[src/common/dsp_defines.svh]
`ifndef DSP_DEFINES_SVH
`define DSP_DEFINES_SVH

// A and D operand width
`define DSP_AD_W 26

// pre-adder result, one guard bit over A/D
`define DSP_PRE_W 27

// coefficient width
`define DSP_COEF_W 18

// P, C and PCIN width
`define DSP_ACC_W 48

// cycles from a sample edge to its P register edge, counted inclusive
`define DSP_LATENCY 4

`endif

[src/common/dsp_pkg.sv]
`default_nettype none
`include "dsp_defines.svh"

package dsp_pkg;

    // operand words, all two's complement
    typedef logic signed [`DSP_AD_W-1:0]   ad_t;
    typedef logic signed [`DSP_PRE_W-1:0]  pre_t;
    typedef logic signed [`DSP_COEF_W-1:0] coef_t;
    typedef logic signed [`DSP_ACC_W-1:0]  acc_t;

    // per-sample operation word
    typedef struct packed {
        // D-A instead of D+A
        logic sub_a;
        // add the C operand
        logic use_c;
        // subtract C, only meaningful with use_c
        logic sub_c;
        // add the cascade input
        logic add_pcin;
    } dsp_op_t;

    // fields needed at the pre-adder
    typedef struct packed {
        logic sub_a;
    } pre_ctrl_t;

    // fields needed at the post-adder
    typedef struct packed {
        logic use_c;
        logic sub_c;
        logic add_pcin;
    } post_ctrl_t;

endpackage

`default_nettype wire

[src/hw/dsp_ctrl.sv]
`timescale 1ns/1ps
`default_nettype none

module dsp_ctrl (
    input  wire                    clk_i,
    input  wire                    arst_n_i,
    input  wire dsp_pkg::dsp_op_t  op_i,
    output dsp_pkg::pre_ctrl_t     pre_ctrl_o,
    output dsp_pkg::post_ctrl_t    post_ctrl_o
);

    import dsp_pkg::*;

    // op_q sits beside the A/D input registers
    dsp_op_t    op_q;
    post_ctrl_t post_fields;
    // beside the pre-add register, then beside the multiply register
    post_ctrl_t post_d1_q;
    post_ctrl_t post_d2_q;

    assign post_fields = '{
        use_c:    op_q.use_c,
        sub_c:    op_q.sub_c,
        add_pcin: op_q.add_pcin
    };

    always_ff @(posedge clk_i or negedge arst_n_i) begin
        if (!arst_n_i) begin
            op_q      <= '0;
            post_d1_q <= '0;
            post_d2_q <= '0;
        end else begin
            op_q      <= op_i;
            post_d1_q <= post_fields;
            post_d2_q <= post_d1_q;
        end
    end

    assign pre_ctrl_o  = '{sub_a: op_q.sub_a};
    assign post_ctrl_o = post_d2_q;

    // a subtract request for C is meaningless unless C is selected
    a_sub_c_needs_use_c : assert property (
        @(posedge clk_i) disable iff (!arst_n_i)
        op_q.sub_c |-> op_q.use_c
    ) else $error("dsp_ctrl: sub_c set without use_c");

endmodule

`default_nettype wire

[src/hw/coeff_bank.sv]
`timescale 1ns/1ps
`default_nettype none

module coeff_bank (
    input  wire                  clk_i,
    input  wire                  arst_n_i,
    input  wire dsp_pkg::coef_t  b_i,
    input  wire                  load_i,
    input  wire                  update_i,
    output dsp_pkg::coef_t       coef_active_o,
    output dsp_pkg::coef_t       bcout_o
);

    import dsp_pkg::*;

    coef_t shadow_q;
    coef_t active_q;

    // load fills the shadow, update copies the pre-edge shadow into use
    always_ff @(posedge clk_i or negedge arst_n_i) begin
        if (!arst_n_i) begin
            shadow_q <= '0;
            active_q <= '0;
        end else begin
            if (load_i) begin
                shadow_q <= b_i;
            end
            if (update_i) begin
                active_q <= shadow_q;
            end
        end
    end

    assign coef_active_o = active_q;
    // shadow value feeds the next slice in a chain
    assign bcout_o       = shadow_q;

    a_strobes_known : assert property (
        @(posedge clk_i) disable iff (!arst_n_i)
        !$isunknown({load_i, update_i})
    ) else $error("coeff_bank: load_i or update_i unknown");

endmodule

`default_nettype wire

[src/dsp_arith/dsp_preadd.sv]
`timescale 1ns/1ps
`default_nettype none

module dsp_preadd (
    input  wire                      clk_i,
    input  wire                      arst_n_i,
    input  wire dsp_pkg::ad_t        a_i,
    input  wire dsp_pkg::ad_t        d_i,
    input  wire dsp_pkg::pre_ctrl_t  pre_ctrl_i,
    output dsp_pkg::pre_t            pre_sum_o
);

    import dsp_pkg::*;

    ad_t  a_q;
    ad_t  d_q;
    pre_t a_ext;
    pre_t d_ext;
    pre_t sum;
    pre_t sum_q;

    // input registers, stage 1
    always_ff @(posedge clk_i or negedge arst_n_i) begin
        if (!arst_n_i) begin
            a_q <= '0;
            d_q <= '0;
        end else begin
            a_q <= a_i;
            d_q <= d_i;
        end
    end

    // one guard bit so D-A never overflows
    assign a_ext = {a_q[$bits(ad_t)-1], a_q};
    assign d_ext = {d_q[$bits(ad_t)-1], d_q};

    always_comb begin
        if (pre_ctrl_i.sub_a) begin
            sum = d_ext - a_ext;
        end else begin
            sum = d_ext + a_ext;
        end
    end

    // pre-add register, stage 2
    always_ff @(posedge clk_i or negedge arst_n_i) begin
        if (!arst_n_i) begin
            sum_q <= '0;
        end else begin
            sum_q <= sum;
        end
    end

    assign pre_sum_o = sum_q;

endmodule

`default_nettype wire

[src/dsp_arith/dsp_mult_acc.sv]
`timescale 1ns/1ps
`default_nettype none
`include "dsp_defines.svh"

module dsp_mult_acc (
    input  wire                       clk_i,
    input  wire                       arst_n_i,
    input  wire dsp_pkg::pre_t        pre_sum_i,
    input  wire dsp_pkg::coef_t       coef_i,
    input  wire dsp_pkg::acc_t        c_i,
    input  wire dsp_pkg::acc_t        pcin_i,
    input  wire dsp_pkg::post_ctrl_t  post_ctrl_i,
    output dsp_pkg::acc_t             p_o
);

    import dsp_pkg::*;

    localparam int PROD_W  = `DSP_PRE_W + `DSP_COEF_W;
    localparam int EXT_W   = `DSP_ACC_W - PROD_W;
    // C waits through input, pre-add and multiply stages
    localparam int C_DEPTH = `DSP_LATENCY - 1;

    logic signed [PROD_W-1:0] prod;
    acc_t m_q;
    acc_t c_line [C_DEPTH];
    acc_t c_term;
    acc_t pcin_term;
    logic carry_in;
    acc_t p_next;

    assign prod = pre_sum_i * coef_i;

    always_ff @(posedge clk_i or negedge arst_n_i) begin
        if (!arst_n_i) begin
            m_q <= '0;
            for (int i = 0; i < C_DEPTH; i++) begin
                c_line[i] <= '0;
            end
        end else begin
            m_q       <= {{EXT_W{prod[PROD_W-1]}}, prod};
            c_line[0] <= c_i;
            for (int i = 1; i < C_DEPTH; i++) begin
                c_line[i] <= c_line[i-1];
            end
        end
    end

    // subtraction is ~C plus a carry of one
    assign c_term    = !post_ctrl_i.use_c ? '0 :
                       post_ctrl_i.sub_c  ? ~c_line[C_DEPTH-1] : c_line[C_DEPTH-1];
    assign carry_in  = post_ctrl_i.use_c & post_ctrl_i.sub_c;
    // pcin arrives late, sampled straight into the P adder
    assign pcin_term = post_ctrl_i.add_pcin ? pcin_i : '0;

    assign p_next = m_q + c_term + pcin_term + {{(`DSP_ACC_W-1){1'b0}}, carry_in};

    always_ff @(posedge clk_i or negedge arst_n_i) begin
        if (!arst_n_i) begin
            p_o <= '0;
        end else begin
            p_o <= p_next;
        end
    end

    a_post_ctrl_known : assert property (
        @(posedge clk_i) disable iff (!arst_n_i)
        !$isunknown(post_ctrl_i)
    ) else $error("dsp_mult_acc: post_ctrl_i unknown");

endmodule

`default_nettype wire

[src/hw/fir_dsp_core.sv]
`timescale 1ns/1ps
`default_nettype none

module fir_dsp_core (
    input  wire                    clk_i,
    input  wire                    arst_n_i,
    input  wire dsp_pkg::ad_t      a_i,
    input  wire dsp_pkg::ad_t      d_i,
    input  wire dsp_pkg::coef_t    b_i,
    input  wire dsp_pkg::acc_t     c_i,
    input  wire dsp_pkg::acc_t     pcin_i,
    input  wire dsp_pkg::dsp_op_t  op_i,
    input  wire                    load_i,
    input  wire                    update_i,
    output dsp_pkg::acc_t          p_o,
    output dsp_pkg::acc_t          pcout_o,
    output dsp_pkg::coef_t         bcout_o
);

    import dsp_pkg::*;

    pre_ctrl_t  pre_ctrl;
    post_ctrl_t post_ctrl;
    pre_t       pre_sum;
    coef_t      coef_active;

    // operation word pipeline, one stage ahead of each datapath register
    dsp_ctrl u_ctrl (
        .clk_i       (clk_i),
        .arst_n_i    (arst_n_i),
        .op_i        (op_i),
        .pre_ctrl_o  (pre_ctrl),
        .post_ctrl_o (post_ctrl)
    );

    // double-buffered tap
    coeff_bank u_coeff (
        .clk_i         (clk_i),
        .arst_n_i      (arst_n_i),
        .b_i           (b_i),
        .load_i        (load_i),
        .update_i      (update_i),
        .coef_active_o (coef_active),
        .bcout_o       (bcout_o)
    );

    dsp_preadd u_preadd (
        .clk_i      (clk_i),
        .arst_n_i   (arst_n_i),
        .a_i        (a_i),
        .d_i        (d_i),
        .pre_ctrl_i (pre_ctrl),
        .pre_sum_o  (pre_sum)
    );

    dsp_mult_acc u_mult_acc (
        .clk_i       (clk_i),
        .arst_n_i    (arst_n_i),
        .pre_sum_i   (pre_sum),
        .coef_i      (coef_active),
        .c_i         (c_i),
        .pcin_i      (pcin_i),
        .post_ctrl_i (post_ctrl),
        .p_o         (p_o)
    );

    // the cascade output is the P register itself
    assign pcout_o = p_o;

endmodule

`default_nettype wire

[config.mk]
export PLATFORM = sky130hd
export DESIGN_NAME = fir_dsp_core
export DESIGN_NICKNAME = d
export VERILOG_FILES = /design/src/common/dsp_pkg.sv /design/src/hw/dsp_ctrl.sv /design/src/hw/coeff_bank.sv /design/src/dsp_arith/dsp_preadd.sv /design/src/dsp_arith/dsp_mult_acc.sv /design/src/hw/fir_dsp_core.sv
export VERILOG_INCLUDE_DIRS = /design/src /design/src/common
export SDC_FILE = /design/constraint.sdc
export NUM_CORES = 2
export LEC_CHECK = 0
export BUFFER_PORTS_ARGS = -buffer_cell sky130_fd_sc_hd__buf_4
export CORE_UTILIZATION = 65
export DETAILED_ROUTE_END_ITERATION = 8
export GPL_ROUTABILITY_DRIVEN = 0
export HOLD_SLACK_MARGIN = 0.05
export PLACE_DENSITY = 0.95
export SYNTH_ARGS = -nofsm -noshare
export SYNTH_HDL_FRONTEND = slang
export SYNTH_SLANG_ARGS = --single-unit
[constraint.sdc]
create_clock -name clk_i -period 13.05 [get_ports clk_i]
set_clock_uncertainty 0.2 [all_clocks]
set_input_delay 1.305 -clock clk_i [delete_from_list [all_inputs] [get_ports clk_i]]
set_output_delay 1.305 -clock clk_i [all_outputs]
set_load 0.05 [all_outputs]
==> reports/metrics.yaml <==
rows: 82
status: "finished clean"
synthCells: 3332
hold_viol_final: 0
dieWidth_microns: 229
antenna_found_initial: 0
worst-endpoint-arrival_ns: 7.90
slowest_delay_ns: 1.02
grt_pass1_vias: 26200
yosysUniqueCellTypes: 76
slowest_stage: "dfrtp_1"
grt_pass1_wl_microns: 132000
clk_pin_slew_ns: 0.06
portBuffers: 287
grt_usage: 0.322
core_area_sq_um: 50400
drt-pass1-iter-count: 6
via_count: 24000
cts_tree: "yes"
route.detailed.drc: 0
slew_headroom: 0.174
clock_path_buffers: 3
rsz0062_at_grt: "false"
critPathCaptureType: "flop"
routed_wl_microns: 81500
drt_iter0_drc: 2226
numCtsBuffers: 39
ant_nets: 0
startpoint_type: "flop"
syn_nets: 4213
async_flop_share: 1.00
cts_htree_levels: 2
cts_hold_buf: 0
routed_via_density: 5.72
ys_ff_latch: 362
yosys_warnings: 0
die_y_microns: 229
cts-resized-gates: 0
start_util: 0.663
areaGrowthSynthToFinish_pct: 10.8
routedWlPerCell_microns: 19.4
synth_ff_type: "dfrtp_1"
drive_gt1_frac: 0.119
gr-total-overflow: 0
grt_max_degree: 163
clkLatencyLatePin_ns: 0.58
drv_slew: 0
root_buffer: "clkbuf_16"
final_nets: 4380
synth_edf_count: 0
crit_required_ns: 13.29
avgSynthCellArea_sq_um: 10.0
ys_seq_area_frac: 0.271
setup_tns_ns: 0
finalCritPeriodShare: 0.587
finalSetupViolations: 0
cp_common_cell: "fa_1"
crit_chain: "nand2_1, inv_1, fa_1, inv_1, fa_1, fa_1, inv_1, fa_1, fa_1, inv_1, fa_1, inv_1, ha_1, a21o_1, a21o_1, a21oi_1, o21ai_0, a21o_1, a21o_1, a311oi_1, o31ai_1, xor2_1"
clock_sinks: 362
hold-path-cell-count: 0
crit_fanout: 28
drv_cap: 0
syn_area_sq_um: 33400
dp_hpwl_microns: 62300
fmax_mhz: 131
r2r_cells: 22
finalCriticalPeriod_ns: 7.66
tightest_slew_ns: 1.24
crit_type: "flop to flop"
dieArea_sq_um: 52300
hp-class: "flop to flop"
boundaryPins: 288
cts_setup_buffers: 0
[cells by family after synthesis]
family                     after synthesis  share of synthesized area
AOI/OAI and AO/OA                      332                     0.0656
xor gates and xnor gates               178                     0.0467
adders and majority gates              707                      0.382
buffers and inverters                  878                      0.104
DFF                                    362                      0.271
muxes                                   37                     0.0124
and+or+nand+nor                        838                      0.118
[cell usage after synthesis, drive strengths merged, types with 59 or more instances]
cell type	number	area (sq um)
a21oi	108	552
clkbuf	109	409
dfrtp	362	9060
fa	522	10500
nand2	419	1570
o21ai	60	300
xnor2	104	911
nor2	103	387
buf	59	405
xor2	74	648
and2	192	1200
ha	185	2310
inv	710	2670
[cells in the final DEF, fill, tap and decap left out, types with 21 or more instances in the layout]
master	n
nor3_1	23
o21ai_0	55
dfrtp_1	361
and2_1	191
inv_1	710
nor2_1	103
clkbuf_16	39
nand3_1	21
nand2_1	419
o21a_1	21
fa_1	522
xnor2_1	104
xor2_1	74
ha_1	185
buf_4	292
mux2_2	35
a21oi_1	105
a21o_1	38
[critical path, delay by kind of cell, from the launching register on]
| family | cells | cell delay (ns) |
|---|---|---|
| buffers and inverters | 5 | 0.55 |
| and+or+nand+nor | 1 | 0.23 |
| DFF | 1 | 1.02 |
| AOI/OAI and AO/OA | 8 | 1.97 |
| xor gates and xnor gates | 1 | 0.19 |
| adders and majority gates | 7 | 3.36 |
[routing by layer]
metal / global-route usage / wire [microns]
met1: 0.402 / 29900
met2: 0.534 / 39100
met3: 0.0768 / 8330
met4: 0.147 / 4190
met5: 0 / 0
[registers in the layout, indices dropped and copies added (netlist names)]
name / count
u_coeff.bcout_o: 18
u_mult_acc.c_line: 144
u_coeff.coef_active_o: 18
u_ctrl.op_q: 3
u_ctrl.pre_ctrl_o: 1
u_preadd.d_q: 26
u_ctrl.post_d1_q: 3
u_mult_acc.m_q: 45
u_preadd.a_q: 26
u_mult_acc.p_o: 48
u_preadd.pre_sum_o: 27
u_ctrl.post_ctrl_o: 3
[per-stage QoR]
| stage | setup WS (ns) | instances | utilization | hold slack (ns) | cell area (sq um) |
|---|---|---|---|---|---|
| 2_1_floorplan | 6.44 | 3332 | - | 0.131 | 33400 |
| 3_3_place_gp | 5.93 | 4130 | 0.708 | 0.132 | 35600 |
| 3_5_place_dp | 5.55 | 4130 | 0.708 | 0.135 | 35600 |
| 4_1_cts | 5.53 | 4201 | 0.735 | 0.135 | 37000 |
| 5_1_grt | 5.26 | 4201 | 0.735 | 0.147 | 37000 |
| 6_report | 5.39 | 4202 | 0.735 | 0.133 | 37000 |
[cell type report]
type                       count  area, sq um
clock inverter                18          250
multi-input combinational   2092        20900
sequential                   362         9060
fill                        3035        13400
tap                          672          841
clock buffer                  53         1110
timing repair buffer         294         2230
antenna                        1         2.50
inverter                     710         2670
[final timing paths]
path / slack, ns / start / endpoint
max: 5.39 / u_coeff.coef_active_o[3] / u_mult_acc.m_q[43]
min: 0.13 / u_mult_acc.c_line[113] / u_mult_acc.c_line[65]
max reg2reg: 5.39 / u_coeff.coef_active_o[3] / u_mult_acc.m_q[43]
min reg2reg: 0.13 / u_mult_acc.c_line[113] / u_mult_acc.c_line[65]
max in group asynchronous: 9.59 / arst_n_i / u_preadd.d_q[10]
min in group asynchronous: 0.59 / arst_n_i / u_mult_acc.p_o[43]
Power is left out: the tool's default activity adds up to more than one toggle a clock period on the data nets, which glitch-free logic cannot reach.
